===== config.mk =====
export PLATFORM = sky130hd
export DESIGN_NAME = line_request_merge_flat
export DESIGN_NICKNAME = d
export VERILOG_FILES = /design/src/hw/dcache_pkg.sv /design/src/hw/ma_isa_pkg.sv /design/src/hw/ma_ifs.sv /design/src/hw/line_request_merge.sv /design/src/flat_wrapper.sv
export SDC_FILE = /design/constraint.sdc
export NUM_CORES = 1
export LEC_CHECK = 0
export BUFFER_PORTS_ARGS = -buffer_cell sky130_fd_sc_hd__buf_4
export CORE_AREA = 2 2 483 485
export DETAILED_ROUTE_END_ITERATION = 7
export DIE_AREA = 0 0 485 487
export GPL_TIMING_DRIVEN = 0
export PLACE_DENSITY = 0.3
export SLEW_MARGIN = 10
export SYNTH_ARGS = -nofsm -noshare
export SYNTH_HDL_FRONTEND = slang
export SYNTH_SLANG_ARGS = --single-unit

===== constraint.sdc =====
create_clock -name clk -period 0.8 [get_ports clk]
set_input_delay 0.04 -clock clk [delete_from_list [all_inputs] [get_ports clk]]
set_output_delay 0.04 -clock clk [all_outputs]
set_load 0.05 [all_outputs]

===== src/hw/dcache_pkg.sv =====
package dcache_pkg;

	localparam int NUM_LANES = 16;
	localparam int WORD_BITS = 32;
	localparam int LINE_BITS = NUM_LANES * WORD_BITS;	// 64-byte line
	localparam int OFFSET_BITS = 6;

	typedef logic [WORD_BITS-1:0] word_t;
	typedef logic [LINE_BITS-1:0] line_t;
	typedef logic [NUM_LANES-1:0] lane_mask_t;
	typedef logic [LINE_BITS/8-1:0] byte_mask_t;	// One bit per byte of the line
	typedef logic [3:0] lane_idx_t;
	typedef logic [31:0] addr_t;

endpackage


===== src/hw/ma_isa_pkg.sv =====
package ma_isa_pkg;

	typedef logic [31:0] instr_t;
	typedef logic [3:0] mem_op_t;
	typedef logic [2:0] cache_op_t;
	typedef logic [4:0] cr_num_t;
	typedef logic [1:0] strand_t;
	typedef logic [6:0] reg_idx_t;

	localparam int NUM_STRANDS = 4;

	// Instruction field positions
	localparam logic [1:0] FMT_C_TAG = 2'b10;		// Bits 31:30
	localparam logic [3:0] FMT_D_TAG = 4'b1110;	// Bits 31:28
	localparam int LOAD_BIT = 29;
	localparam int MEM_OP_LSB = 25;	// Format C, 4 bits
	localparam int CACHE_OP_LSB = 25;	// Format D, 3 bits
	localparam int CR_NUM_LSB = 0;

	localparam mem_op_t MEM_B = 4'd0;
	localparam mem_op_t MEM_BX = 4'd1;
	localparam mem_op_t MEM_S = 4'd2;
	localparam mem_op_t MEM_SX = 4'd3;
	localparam mem_op_t MEM_L = 4'd4;
	localparam mem_op_t MEM_SYNC = 4'd5;
	localparam mem_op_t MEM_CONTROL_REG = 4'd6;
	localparam mem_op_t MEM_BLOCK = 4'd7;
	localparam mem_op_t MEM_BLOCK_M = 4'd8;
	localparam mem_op_t MEM_BLOCK_IM = 4'd9;
	localparam mem_op_t MEM_STRIDED = 4'd10;
	localparam mem_op_t MEM_STRIDED_M = 4'd11;
	localparam mem_op_t MEM_STRIDED_IM = 4'd12;
	localparam mem_op_t MEM_SCGATH = 4'd13;
	localparam mem_op_t MEM_SCGATH_M = 4'd14;
	localparam mem_op_t MEM_SCGATH_IM = 4'd15;

	localparam cache_op_t CACHE_DFLUSH = 3'b010;
	localparam cache_op_t CACHE_BARRIER = 3'b100;

	localparam cr_num_t CR_STRAND_ID = 5'd0;
	localparam cr_num_t CR_SCRATCH = 5'd7;
	localparam cr_num_t CR_STRAND_EN = 5'd30;
	localparam cr_num_t CR_HALT = 5'd31;

	localparam instr_t NOP_INSTR = 32'h0000_0000;
	localparam logic [29:0] CORE_ID = 30'd0;

	// Store layout class seen by the lanes
	typedef enum logic [2:0] {BYTE, HALF, WORD, LANE_WORD, LINE} access_kind_e;

endpackage


===== src/hw/ma_ifs.sv =====


interface dcache_cmd_if;

	logic load;
	logic store;
	logic flush;
	logic barrier;
	logic sync;
	dcache_pkg::addr_t line_addr;
	ma_isa_pkg::strand_t strand;

	modport feeder
	(
		output load,
		output store,
		output flush,
		output barrier,
		output sync,
		output line_addr,
		output strand
	);

	modport drain
	(
		input load,
		input store,
		input flush,
		input barrier,
		input sync,
		input line_addr,
		input strand
	);

endinterface


===== src/hw/line_request_merge.sv =====
`timescale 1ns/1ps

module line_request_merge
(
	input logic clk,
	input logic arst_n,
	dcache_cmd_if.drain cmd,
	input dcache_pkg::word_t lane_data [dcache_pkg::NUM_LANES],
	input logic [3:0] lane_byte_en [dcache_pkg::NUM_LANES],
	output dcache_pkg::line_t data_to_dcache,
	output dcache_pkg::byte_mask_t dcache_store_mask,
	output dcache_pkg::addr_t dcache_addr,
	output logic dcache_load,
	output logic dcache_store,
	output logic dcache_flush,
	output logic dcache_barrier,
	output logic dcache_req_sync,
	output ma_isa_pkg::strand_t dcache_req_strand
);

	dcache_pkg::line_t line_nxt;
	dcache_pkg::byte_mask_t mask_nxt;
	dcache_pkg::byte_mask_t store_mask_nxt;

	// Lane 0 lands in the most significant word and mask nibble
	always_comb
	begin
		line_nxt = '0;
		mask_nxt = '0;
		for (int i = 0; i < dcache_pkg::NUM_LANES; i++)
		begin
			line_nxt[(dcache_pkg::NUM_LANES - 1 - i) * 32 +: 32] = lane_data[i];
			mask_nxt[(dcache_pkg::NUM_LANES - 1 - i) * 4 +: 4] = lane_byte_en[i];
		end
	end

	// No write enables on anything but a store
	assign store_mask_nxt = cmd.store ? mask_nxt : '0;

	always_ff @(posedge clk or negedge arst_n)
	begin
		if (!arst_n)
		begin
			dcache_load <= 1'b0;
			dcache_store <= 1'b0;
			dcache_flush <= 1'b0;
			dcache_barrier <= 1'b0;
			dcache_req_sync <= 1'b0;
			dcache_store_mask <= '0;
		end
		else
		begin
			dcache_load <= cmd.load;
			dcache_store <= cmd.store;
			dcache_flush <= cmd.flush;
			dcache_barrier <= cmd.barrier;
			dcache_req_sync <= cmd.sync;
			dcache_store_mask <= store_mask_nxt;
		end
	end

	always_ff @(posedge clk)
	begin
		data_to_dcache <= line_nxt;
		dcache_addr <= cmd.line_addr;
		dcache_req_strand <= cmd.strand;
	end

endmodule


===== src/flat_wrapper.sv =====
// flat-port wrapper written by rule: the top's interface ports become plain ports
module line_request_merge_flat 
  (clk, arst_n, lane_data, lane_byte_en, data_to_dcache, dcache_store_mask, dcache_addr, dcache_load, dcache_store, dcache_flush, dcache_barrier, dcache_req_sync, dcache_req_strand, cmd_load, cmd_store, cmd_flush, cmd_barrier, cmd_sync, cmd_line_addr, cmd_strand);
  dcache_cmd_if cmd_i ();
  input logic clk;
  input logic arst_n;
  input dcache_pkg::word_t lane_data[dcache_pkg::NUM_LANES];
  input logic [3:0] lane_byte_en[dcache_pkg::NUM_LANES];
  output dcache_pkg::line_t data_to_dcache;
  output dcache_pkg::byte_mask_t dcache_store_mask;
  output dcache_pkg::addr_t dcache_addr;
  output logic dcache_load;
  output logic dcache_store;
  output logic dcache_flush;
  output logic dcache_barrier;
  output logic dcache_req_sync;
  output ma_isa_pkg::strand_t dcache_req_strand;
  input wire logic [$bits(cmd_i.load)-1:0] cmd_load;
  input wire logic [$bits(cmd_i.store)-1:0] cmd_store;
  input wire logic [$bits(cmd_i.flush)-1:0] cmd_flush;
  input wire logic [$bits(cmd_i.barrier)-1:0] cmd_barrier;
  input wire logic [$bits(cmd_i.sync)-1:0] cmd_sync;
  input wire logic [$bits(cmd_i.line_addr)-1:0] cmd_line_addr;
  input wire logic [$bits(cmd_i.strand)-1:0] cmd_strand;
  assign cmd_i.load = cmd_load;
  assign cmd_i.store = cmd_store;
  assign cmd_i.flush = cmd_flush;
  assign cmd_i.barrier = cmd_barrier;
  assign cmd_i.sync = cmd_sync;
  assign cmd_i.line_addr = cmd_line_addr;
  assign cmd_i.strand = cmd_strand;
  line_request_merge u_core (.clk(clk), .arst_n(arst_n), .cmd(cmd_i), .lane_data(lane_data), .lane_byte_en(lane_byte_en), .data_to_dcache(data_to_dcache), .dcache_store_mask(dcache_store_mask), .dcache_addr(dcache_addr), .dcache_load(dcache_load), .dcache_store(dcache_store), .dcache_flush(dcache_flush), .dcache_barrier(dcache_barrier), .dcache_req_sync(dcache_req_sync), .dcache_req_strand(dcache_req_strand));
endmodule

==> summary.md <==
| Metric | Value |
|---|---|
| Status | `finished, violations left` |
| Failing checks | `negative hold slack, negative setup slack` |
| CP required | `0.76 ns` |
| Grt ovf | `0` |
| Die footprint | `0.2362 mm2` |
| Die X | `485 um` |
| Sum Neg Setup Slack | `-271.97 ns` |
| Worst EP arrival | `1.31 ns` |
| Worst Tran Pin Value | `0.7082 ns` |
| Syn Inst Count | `685` |
| Final Hold Vio Count | `69` |
| Post-DP HPWL | `149.6 mm` |
| WL met2 | `79.27 mm` |
| GPL Wtd Cong | `0.8333` |
| Area delta synth->final | `244.8%` |
| Net switching power figure | `28990 uW` |
| Max stage delay cell, worst path | `dfrtp_1` |
| Critical path's top delay family | `flip-flops` |
| Post-synthesis average cell area | `19.22 um2` |
| Logic gate share of total power | `20.6%` |
| Fillers | `25000` |
| Overall Global Routing Usage | `14.07%` |
| Largest net degree at the start of global routing | `70` |
| Synth Register Bits | `615` |
| Post-synthesis cell type count | `4` |
| Power Density | `2156 mW/mm2` |
| CTS tree | `yes` |
| Syn nets | `1302` |
| Setup violation total in the final timing report | `623` |
| Pre-CTS WS | `-0.1415 ns` |
| Tcrit/Tclk final | `168.2%` |
| Worst path bufs/invs | `1` |
| Pins over their slew limit | `0` |
| Area occupied by multi-input gates | `480.5 um2` |
| # rows | `177` |
| Critical Path Start Type | `flip-flop` |
| Vias | `15480` |
| Die span in y | `487 um` |
| Crit. End Element | `output pin` |
| Highest routed layer | `met5` |
| Area of all sequential standard cells | `0.01335 mm2` |
| Met3 WL | `22.10 mm` |
| Initial antenna violation count | `277` |
| Yosys warnings | `0` |
| DR iter-0 viols | `339` |
| Post-DRT Antenna Nets | `0` |
| Layout cells sized above 1 | `65.80%` |
| WHS | `-0.09846 ns` |
| Clk pwr share | `44.8%` |
| TritonRoute pass-1 iters | `4` |
| Most frequent cells in the layout | `dlygate4sd3_1 (943), buf_4 (615), dfxtp_2 (542), buf_8 (264), buf_12 (247)` |
| Pint | `68890 uW` |
| Rel. slew slack | `52.79%` |
| Critical path, cell by cell | `buf_6` |
| Number of global-route vias before repair | `16650` |
| Finished Cell Area | `0.04540 mm2` |
| Setup ws final | `-0.5455 ns` |
| Critical path class | `reg -> out` |
| Num CTS Buffers | `90` |
| Sink Count | `615` |
| Tot Pwr | `97880 uW` |
| Hold Crit Class | `in -> async` |
| Net Sw Frac | `29.62%` |
| Leak | `0.01920 uW` |
| Drt drc | `0` |
| Synth Cell Area | `0.01317 mm2` |
| Core Area | `0.2314 mm2` |
| Max cap viols | `0` |
| Sequential-to-total area share from yosys stat | `96.12%` |
| Num ports | `1232` |
| DP Area | `0.02622 mm2` |
| Worst Path Max Fanout | `1` |
| Max Freq | `0.7432 GHz` |
| Sequential share of power | `34.6%` |
| VDD IR-drop max | `1766 uV` |
| RSZ-0062 raised after global routing | `true` |
| Min Tclk post-route | `1.345 ns` |
| First-pass GRT wire length | `205.7 mm` |
| Reg clk slew, reported paths | `0.08 ns` |
| Met1 WL | `62.55 mm` |
| Most common cell after layout, fill and taps aside | `dlygate4sd3_1` |
| Routed length per instance | `27.55 um` |
| CTS Buffer Depth | `3` |
| Initial Util | `5.690%` |
| # H-tree levels | `3` |
| CP max stage delay | `0.40 ns` |
| Buffers on Ports | `1231` |
| Clock Root Buffer | `clkbuf_16` |
| Nets | `3575` |
| WL final | `170.6 mm` |
| Vias per cell | `2.499` |
==> synthesized netlist by cell type <==
| library cell | n | area (um2) |
|---|---|---|
| dfxtp_1 | 546 | 10930 |
| dfrtp_1 | 69 | 1727 |
| and2_2 | 64 | 480.5 |
| clkbuf_2 | 6 | 30.03 |
==> metrics by stage <==
| step | hold WS [ns] | util [%] | std cells |
|---|---|---|---|
| detailed placement | 0.1454 | 11.33 | 4959 |
| CTS | -0.04257 | 19.43 | 6081 |
| global route | -0.07376 | 19.58 | 6155 |
| finish | -0.09846 | 19.62 | 6192 |
| global placement | 0.1447 | 11.33 | 4959 |
| floorplan | -0.2556 | - | 685 |
==> power groups by stage <==
stage | logic (uW) | registers, uW | clock network (uW)
floorplan | 168 | 39300 | 0
CTS | 20600 | 33800 | 46000
global route | 21000 | 34000 | 46900
finish | 20200 | 33900 | 43800
global placement | 13200 | 33500 | 0
detailed placement | 13200 | 33500 | 0
==> kinds of logic (layout without fill, tap and decap cells) <==
logic type | after synthesis | count (layout) | share of synthesized area, %
buf+inv | 6 | 2356 | 0.2281
flops | 615 | 615 | 96.12
other cells | 0 | 114 | 0
simple gates | 64 | 64 | 3.649
==> final timing paths <==
check	from	endpoint	slack [ns]	cells past startpoint
max	u_core.dcache_store_mask[52]	dcache_store_mask[52]	-0.55	1
min	arst_n	u_core.dcache_flush	-0.1	2
max in group asynchronous	arst_n	u_core.dcache_store_mask[19]	0.39	2
min in group clk	lane_data[308]	u_core.data_to_dcache[308]	0.05	2
==> timing repair <==
action,CTS,global route
endpoints found under the setup margin,615,703
resized for setup,1883,48
gates cloned,0,0
endpoints found under the hold margin,684,83
hold buffers,953,6
setup buffers,0,0
==> cell type report <==
type                    count  share of cell area, %
repair buffers           2181                  53.37
flip-flops and latches    615                  29.40
well taps                3043                  8.385
clock buffers             122                  5.586
clock inverters            47                  1.499
multi-input cells          64                  1.058
diodes                    114                 0.6283
plain buffers               6                0.06614
==> metal layers <==
layer | up-vias | track usage [%]
met5 | - | 0
met4 | 178 | 3.718
met3 | 401 | 8.504
met2 | 1024 | 23.32
met1 | 7008 | 14.99
li1 | 6864 | -
==> sequential cells by signal (all words and copies together) (netlist names) <==
register	cells
u_core.dcache_req_strand	2
u_core.dcache_load	1
u_core.dcache_store_mask	64
u_core.data_to_dcache	512
u_core.dcache_barrier	1
u_core.dcache_store	1
u_core.dcache_flush	1
u_core.dcache_req_sync	1
u_core.dcache_addr	32
Note: power is estimated with default switching activity, not from simulation.
