## src/hw/dcache_pkg.sv

```systemverilog
package dcache_pkg;

	localparam int NUM_LANES = 16;
	localparam int WORD_BITS = 32;
	localparam int LINE_BITS = NUM_LANES * WORD_BITS;	// 64-byte line
	localparam int OFFSET_BITS = 6;

	typedef logic [WORD_BITS-1:0] word_t;
	typedef logic [LINE_BITS-1:0] line_t;
	typedef logic [NUM_LANES-1:0] lane_mask_t;
	typedef logic [LINE_BITS/8-1:0] byte_mask_t;	// One bit per byte of the line
	typedef logic [3:0] lane_idx_t;
	typedef logic [31:0] addr_t;

endpackage

```

## src/hw/ma_isa_pkg.sv

```systemverilog
package ma_isa_pkg;

	typedef logic [31:0] instr_t;
	typedef logic [3:0] mem_op_t;
	typedef logic [2:0] cache_op_t;
	typedef logic [4:0] cr_num_t;
	typedef logic [1:0] strand_t;
	typedef logic [6:0] reg_idx_t;

	localparam int NUM_STRANDS = 4;

	// Instruction field positions
	localparam logic [1:0] FMT_C_TAG = 2'b10;		// Bits 31:30
	localparam logic [3:0] FMT_D_TAG = 4'b1110;	// Bits 31:28
	localparam int LOAD_BIT = 29;
	localparam int MEM_OP_LSB = 25;	// Format C, 4 bits
	localparam int CACHE_OP_LSB = 25;	// Format D, 3 bits
	localparam int CR_NUM_LSB = 0;

	localparam mem_op_t MEM_B = 4'd0;
	localparam mem_op_t MEM_BX = 4'd1;
	localparam mem_op_t MEM_S = 4'd2;
	localparam mem_op_t MEM_SX = 4'd3;
	localparam mem_op_t MEM_L = 4'd4;
	localparam mem_op_t MEM_SYNC = 4'd5;
	localparam mem_op_t MEM_CONTROL_REG = 4'd6;
	localparam mem_op_t MEM_BLOCK = 4'd7;
	localparam mem_op_t MEM_BLOCK_M = 4'd8;
	localparam mem_op_t MEM_BLOCK_IM = 4'd9;
	localparam mem_op_t MEM_STRIDED = 4'd10;
	localparam mem_op_t MEM_STRIDED_M = 4'd11;
	localparam mem_op_t MEM_STRIDED_IM = 4'd12;
	localparam mem_op_t MEM_SCGATH = 4'd13;
	localparam mem_op_t MEM_SCGATH_M = 4'd14;
	localparam mem_op_t MEM_SCGATH_IM = 4'd15;

	localparam cache_op_t CACHE_DFLUSH = 3'b010;
	localparam cache_op_t CACHE_BARRIER = 3'b100;

	localparam cr_num_t CR_STRAND_ID = 5'd0;
	localparam cr_num_t CR_SCRATCH = 5'd7;
	localparam cr_num_t CR_STRAND_EN = 5'd30;
	localparam cr_num_t CR_HALT = 5'd31;

	localparam instr_t NOP_INSTR = 32'h0000_0000;
	localparam logic [29:0] CORE_ID = 30'd0;

	// Store layout class seen by the lanes
	typedef enum logic [2:0] {BYTE, HALF, WORD, LANE_WORD, LINE} access_kind_e;

endpackage

```

## src/hw/ma_ifs.sv

```systemverilog
`timescale 1ns/1ps

// Store layout request from the decoder to every cache lane
interface lane_req_if;

	ma_isa_pkg::access_kind_e kind;
	dcache_pkg::word_t scalar_word;
	dcache_pkg::line_t store_line;
	logic [1:0] addr_low;
	dcache_pkg::lane_mask_t lane_enable;	// Bit 15 is cache lane 0

	modport feeder
	(
		output kind,
		output scalar_word,
		output store_line,
		output addr_low,
		output lane_enable
	);

	modport lane
	(
		input kind,
		input scalar_word,
		input store_line,
		input addr_low,
		input lane_enable
	);

endinterface


```

## src/hw/lane_store_unit.sv

```systemverilog
`timescale 1ns/1ps

module lane_store_unit
(
	input dcache_pkg::lane_idx_t lane_id,
	lane_req_if.lane req,
	output dcache_pkg::word_t data,
	output logic [3:0] byte_en
);

	dcache_pkg::word_t line_word;
	dcache_pkg::word_t scalar_be;
	dcache_pkg::word_t line_be;
	logic [3:0] be;

	// Register byte order to memory byte order
	function automatic dcache_pkg::word_t swap_bytes(input dcache_pkg::word_t w);
		return {w[7:0], w[15:8], w[23:16], w[31:24]};
	endfunction

	// Lane 0 sits in the top word of the line
	assign line_word = req.store_line[{~lane_id, 5'd0} +: 32];
	assign line_be = swap_bytes(line_word);
	assign scalar_be = swap_bytes(req.scalar_word);

	always_comb
	begin
		case (req.kind)
			ma_isa_pkg::BYTE:
			begin
				data = {scalar_be[31:24], 24'd0} >> {req.addr_low, 3'b000};
				be = 4'b1000 >> req.addr_low;
			end

			ma_isa_pkg::HALF:
			begin
				// Low address bit ignored here
				data = {scalar_be[31:16], 16'd0} >> {req.addr_low[1], 4'b0000};
				be = 4'b1100 >> {req.addr_low[1], 1'b0};
			end

			ma_isa_pkg::WORD, ma_isa_pkg::LANE_WORD:
			begin
				data = scalar_be;
				be = 4'b1111;
			end

			ma_isa_pkg::LINE:
			begin
				data = line_be;
				be = 4'b1111;
			end

			default:
			begin
				data = '0;
				be = 4'b0000;
			end
		endcase
	end

	assign byte_en = req.lane_enable[~lane_id] ? be : 4'b0000;

endmodule

```

## src/flat_wrapper.sv

```systemverilog
// flat-port wrapper written by rule: the top's interface ports become plain ports
module lane_store_unit_flat 
  (lane_id, data, byte_en, req_kind, req_scalar_word, req_store_line, req_addr_low, req_lane_enable);
  lane_req_if req_i ();
  input dcache_pkg::lane_idx_t lane_id;
  output dcache_pkg::word_t data;
  output logic [3:0] byte_en;
  input wire logic [$bits(req_i.kind)-1:0] req_kind;
  input wire logic [$bits(req_i.scalar_word)-1:0] req_scalar_word;
  input wire logic [$bits(req_i.store_line)-1:0] req_store_line;
  input wire logic [$bits(req_i.addr_low)-1:0] req_addr_low;
  input wire logic [$bits(req_i.lane_enable)-1:0] req_lane_enable;
  assign req_i.kind = req_kind;
  assign req_i.scalar_word = req_scalar_word;
  assign req_i.store_line = req_store_line;
  assign req_i.addr_low = req_addr_low;
  assign req_i.lane_enable = req_lane_enable;
  lane_store_unit u_core (.lane_id(lane_id), .req(req_i), .data(data), .byte_en(byte_en));
endmodule
```

## config.mk

```make
export PLATFORM = sky130hd
export DESIGN_NAME = lane_store_unit_flat
export DESIGN_NICKNAME = d
export VERILOG_FILES = /design/src/hw/dcache_pkg.sv /design/src/hw/ma_isa_pkg.sv /design/src/hw/ma_ifs.sv /design/src/hw/lane_store_unit.sv /design/src/flat_wrapper.sv
export SDC_FILE = /design/constraint.sdc
export NUM_CORES = 1
export LEC_CHECK = 0
export BUFFER_PORTS_ARGS = -buffer_cell sky130_fd_sc_hd__buf_2
export CORE_AREA = 4 4 231 233
export DETAILED_ROUTE_END_ITERATION = 12
export DIE_AREA = 0 0 235 237
export GPL_ROUTABILITY_DRIVEN = 0
export PLACE_DENSITY_LB_ADDON = 0.05
export SETUP_SLACK_MARGIN = 0.4
export SLEW_MARGIN = 40
export SYNTH_ARGS = -nofsm -noshare
export SYNTH_HDL_FRONTEND = slang
export SYNTH_SLANG_ARGS = --single-unit
```

## constraint.sdc

```tcl
create_clock -name vclk -period 3.9
set_input_delay 0.585 -clock vclk [all_inputs]
set_output_delay 0.585 -clock vclk [all_outputs]
set_load 0.02 [all_outputs]
```

==> results of run 1 <==
## power by group
part	internal (uW)	leakage [uW]	switching (uW)	total, uW
Combinational	534	0.00411	429	963
Sequential	0	0	0	0
Clock	0.000172	0.0000000317	0	0.000172
Total	534	0.00411	429	963
## worst paths after layout
path / start / to / slack [ns] / cells after the start
max: lane_id[0] / data[16] / 0.65 / 6
min: req_scalar_word[19] / data[11] / 1.56 / 4
## kinds of logic (layout without fill, tap and decap cells)
kind of cell,after synthesis,after routing,share of synthesized area
compound gates,87,87,0.152
buf+inv,58,643,0.0592
mux,192,192,0.724
other cells,0,5,0
simple gates,61,61,0.0648
## per-layer routing
metal / up-vias / track usage / wire length, um
li1: 2987 / - / -
met1: 3269 / 0.162 / 16200
met2: 311 / 0.284 / 23600
met3: 20 / 0.0361 / 2940
met4: 12 / 0.00161 / 108
met5: - / 0 / 80
## worst min-delay path, cell delays in order
cell and delay, ns:
buf_2 0.07, a222oi_1 0.09, nand2_1 0.07, buf_2 0.16
## layout make-up
class / instances / area (um^2) / share of cell area
timing repair buffer: 641 / 3390 / 0.391
antenna: 5 / 12.5 / 0.00144
tap: 680 / 851 / 0.0982
inverter: 2 / 7.51 / 0.000866
multi-input combinational: 340 / 4410 / 0.509
## metrics by stage
stage | std cells | hold WS, ns | total power [uW]
6_report | 1668 | 1.56 | 963
5_1_grt | 1666 | 1.59 | 1050
4_1_cts | 1663 | 1.57 | 1000
3_5_place_dp | 1663 | 1.57 | 995
3_3_place_gp | 1663 | 1.57 | 996
2_1_floorplan | 398 | 1.37 | 474
## Yosys cell counts, types with 2 or more instances
library cell / count / area [um^2]
inv_1: 2 / 7.51
o21ai_0: 14 / 70.1
o31ai_1: 2 / 15.0
buf_6: 3 / 33.8
mux2_2: 26 / 293
a221o_1: 8 / 80.1
a222oi_1: 24 / 240
nand3b_1: 2 / 15.0
a221oi_1: 12 / 105
nor2_1: 14 / 52.6
and3_1: 3 / 18.8
nand2_1: 22 / 82.6
o211ai_1: 18 / 135
buf_1: 11 / 41.3
nor3_1: 4 / 20.0
nand2b_1: 7 / 43.8
clkbuf_1: 19 / 71.3
buf_2: 20 / 100
mux2i_1: 52 / 521
buf_4: 3 / 22.5
nor2b_1: 3 / 18.8
a22oi_1: 4 / 30.0
mux4_2: 114 / 2570
==> results.json, run 1 <==
{
  "dieHeight_um": 237,
  "syn_to_final_growth_pct": 85.5,
  "pin_count": 605,
  "drc": 0,
  "post_cts_buffers": 0,
  "ant_nets": 0,
  "grt_pass1_wl_um": 58100,
  "clockBufferCount": 0,
  "hold_path.class": "primary input to output port",
  "fin_ws_ns": 0.646,
  "fin_tns_setup_ns": 0,
  "worst_setup_path_end_kind": "output port",
  "seq_area_um2": 0,
  "worstPathArrival_ns": 2.67,
  "hold_violations": 0,
  "antenna_found_initial": 14,
  "post_drt_wl_per_cell_um": 25.8,
  "fmax_mhz": 307,
  "wirelength_um": 43000,
  "grt_max_degree": 47,
  "final_cell_area_um2": 8670,
  "fin_crit_sh": 0.834,
  "fillers": 5840,
  "critical_path_buf_inv_count": 2,
  "path_cells": "buf_12 > mux4_2 > mux2_2 > a222oi_1 > nand2_1 > buf_2",
  "track_usage": 0.143,
  "ir_worst_vdd_uv": 47.6,
  "avgViaCountPerCell": 3.96,
  "fp-row-count": 83,
  "seq_cells": 0,
  "io_buffers": 605,
  "final_common_cell": "buf_2",
  "drt_iter0_markers": 281,
  "slew_viol_final": 0,
  "drtPass1Iterations": 5,
  "vias": 6599,
  "overflow": 0,
  "synth_nets": 967,
  "setup_viol": 0,
  "hpwl_um": 38600,
  "syn_inst": 398,
  "crit_slowest_cell": "mux4_2",
  "critical_path_required_ns": 3.31,
  "seq_area_frac_synth": 0,
  "post_cts_resized": 2,
  "floorplan.initialDensity": 0.0913,
  "start_kind": "primary input",
  "grt_pass1_vias": 7413,
  "status": "finished, final reports clean",
  "cpPeakStageDelay_ns": 0.56,
  "hold_buffers": 0,
  "drive_above_1_share": 0.799,
  "slew_headroom": 0.515,
  "crit_family": "multiplexers",
  "max_slew.worst_pin.slew_ns": 0.725,
  "dieArea_um2": 55700,
  "crit_type": "primary input to output port",
  "cap_violations": 0,
  "power_density_nw_per_um2": 111,
  "finish.utilization": 0.169,
  "power.leakage_uw": 0.00411,
  "place_ws_ns": 0.254,
  "die_w_um": 235,
  "post_dp_cell_area_um2": 8650,
  "synth_warnings": 0,
  "yosysUniqueCellTypes": 34,
  "nNetsFinal": 1554,
  "syn_area_um2": 4670,
  "avgSynthCellArea_um2": 11.7,
  "min_period_ns": 3.25,
  "final_cell_mix": "buf_2 (602), mux4_2 (114), mux2i_1 (52)",
  "cp_max_fo": 44,
  "grt_setup_unrepaired": "false",
  "fp.coreArea_um2": 51200
}
Note: power is estimated with default switching activity, not from simulation.
==> run 2, diff against run 1 <==
==> constraint.sdc (replaced) <==
create_clock -name vclk -period 3.1
set_input_delay 0.465 -clock vclk [all_inputs]
set_output_delay 0.465 -clock vclk [all_outputs]
set_load 0.02 [all_outputs]
==> run 2 against run 1 <==
Against the previous run:
- hold slack got worse by 0.23 ns
- setup slack got worse by 0.24 ns
- critical endpoint is now data[9]
- non-clock buffer count increased by 33
- sequential cell count unchanged
==> results.json, run 2 (synthesis results as in run 1) <==
{
  "slew_headroom": 0.505,
  "die_w_um": 235,
  "fillers": 5797,
  "fin_tns_setup_ns": 0,
  "clockBufferCount": 0,
  "overflow": 0,
  "fin_ws_ns": 0.404,
  "place_ws_ns": -0.00272,
  "vias": 6753,
  "final_common_cell": "buf_2",
  "grt_max_degree": 39,
  "whs_ns": 1.33,
  "pin_count": 605,
  "hold_violations": 0,
  "dieArea_um2": 55700,
  "drc": 0,
  "path_cells": "buf_16 > buf_12 > mux4_2 > mux2_2 > a222oi_1 > buf_4 > nand2_1 > buf_2",
  "max_slew.worst_pin.slew_ns": 0.743,
  "slew_viol_final": 0,
  "dieHeight_um": 237,
  "cpPeakStageDelay_ns": 0.51,
  "critical_path_required_ns": 2.63,
  "cp_max_fo": 7,
  "syn_to_final_growth_pct": 100,
  "drive_above_1_share": 0.816,
  "cap_violations": 0,
  "fp-row-count": 83,
  "critical_path_buf_inv_count": 4,
  "hold_buffers": 0,
  "seq_cells": 0,
  "fmax_mhz": 371,
  "worst_setup_path_end_kind": "output port",
  "drt_iter0_markers": 400,
  "ir_worst_vdd_uv": 38.4,
  "hold_path.class": "primary input to output port",
  "antenna_found_initial": 16,
  "final_cell_area_um2": 9350,
  "grt_setup_unrepaired": "true",
  "status": "finished, final reports clean",
  "ant_nets": 0,
  "floorplan.initialDensity": 0.0913,
  "grt_pass1_wl_um": 58700,
  "finish.utilization": 0.183,
  "nNetsFinal": 1587,
  "fin_crit_sh": 0.870,
  "setup_viol": 0,
  "io_buffers": 605,
  "power.leakage_uw": 0.00444,
  "avgViaCountPerCell": 3.97,
  "worstPathArrival_ns": 2.23,
  "fp.coreArea_um2": 51200,
  "crit_family": "multiplexers",
  "post_drt_wl_per_cell_um": 25.7,
  "grt_pass1_vias": 7478,
  "power_density_nw_per_um2": 142,
  "wirelength_um": 43600,
  "post_dp_cell_area_um2": 8820,
  "crit_type": "primary input to output port",
  "track_usage": 0.144,
  "hpwl_um": 38500,
  "drtPass1Iterations": 6,
  "final_cell_mix": "buf_2 (590), mux4_2 (114), buf_4 (51)",
  "seq_area_um2": 0,
  "start_kind": "primary input",
  "crit_slowest_cell": "mux4_2",
  "min_period_ns": 2.70
}
## run 2: cell type report
class / count / area, um^2 / area share
multi-input cells: 340 / 4490 / 0.480
diodes: 3 / 7.51 / 0.000803
repair buffers: 674 / 4000 / 0.427
well taps: 680 / 851 / 0.0910
inverters: 2 / 7.51 / 0.000803
## run 2: power breakdown
part	leakage [uW]	internal, uW	switching [uW]
clock network	0.0000000190	0.000130	0
registers	0	0	0
logic	0.00444	765	565
## run 2: tightest hold or removal path, delay by kind of cell
| kind | cells | cell delay [ns] |
|---|---|---|
| buffers and inverters | 2 | 0.24 |
| and+or+nand+nor | 1 | 0.07 |
| AOI/OAI and AO/OA | 1 | 0.09 |
## run 2: final timing paths
path                       startpoint  slack (ns)        to  cells after the start
setup / recovery           lane_id[0]        0.40   data[9]                      8
hold / removal    req_scalar_word[20]        1.33  data[12]                      4
## run 2: timing repair
action                                  4_1_cts  5_1_grt
resized for setup                            50       15
gates cloned                                  4        2
endpoints found under the setup margin       36       25
pin swaps                                    11        9
buffers inserted                              3       11
## run 2: through the flow
step                std cells  total power, uW
finish                   1699             1330
global route             1699             1440
CTS                      1683             1340
detailed placement       1676             1270
global placement         1676             1270
floorplan                 398              596
## run 2: per-layer routing
| metal | global-route usage | routed length (um) | up-vias |
|---|---|---|---|
| met3 | 0.0337 | 3080 | 24 |
| met4 | 0.00519 | 133 | 14 |
| met2 | 0.285 | 24000 | 331 |
| li1 | - | - | 3058 |
| met5 | 0 | 75 | - |
| met1 | 0.165 | 16300 | 3326 |
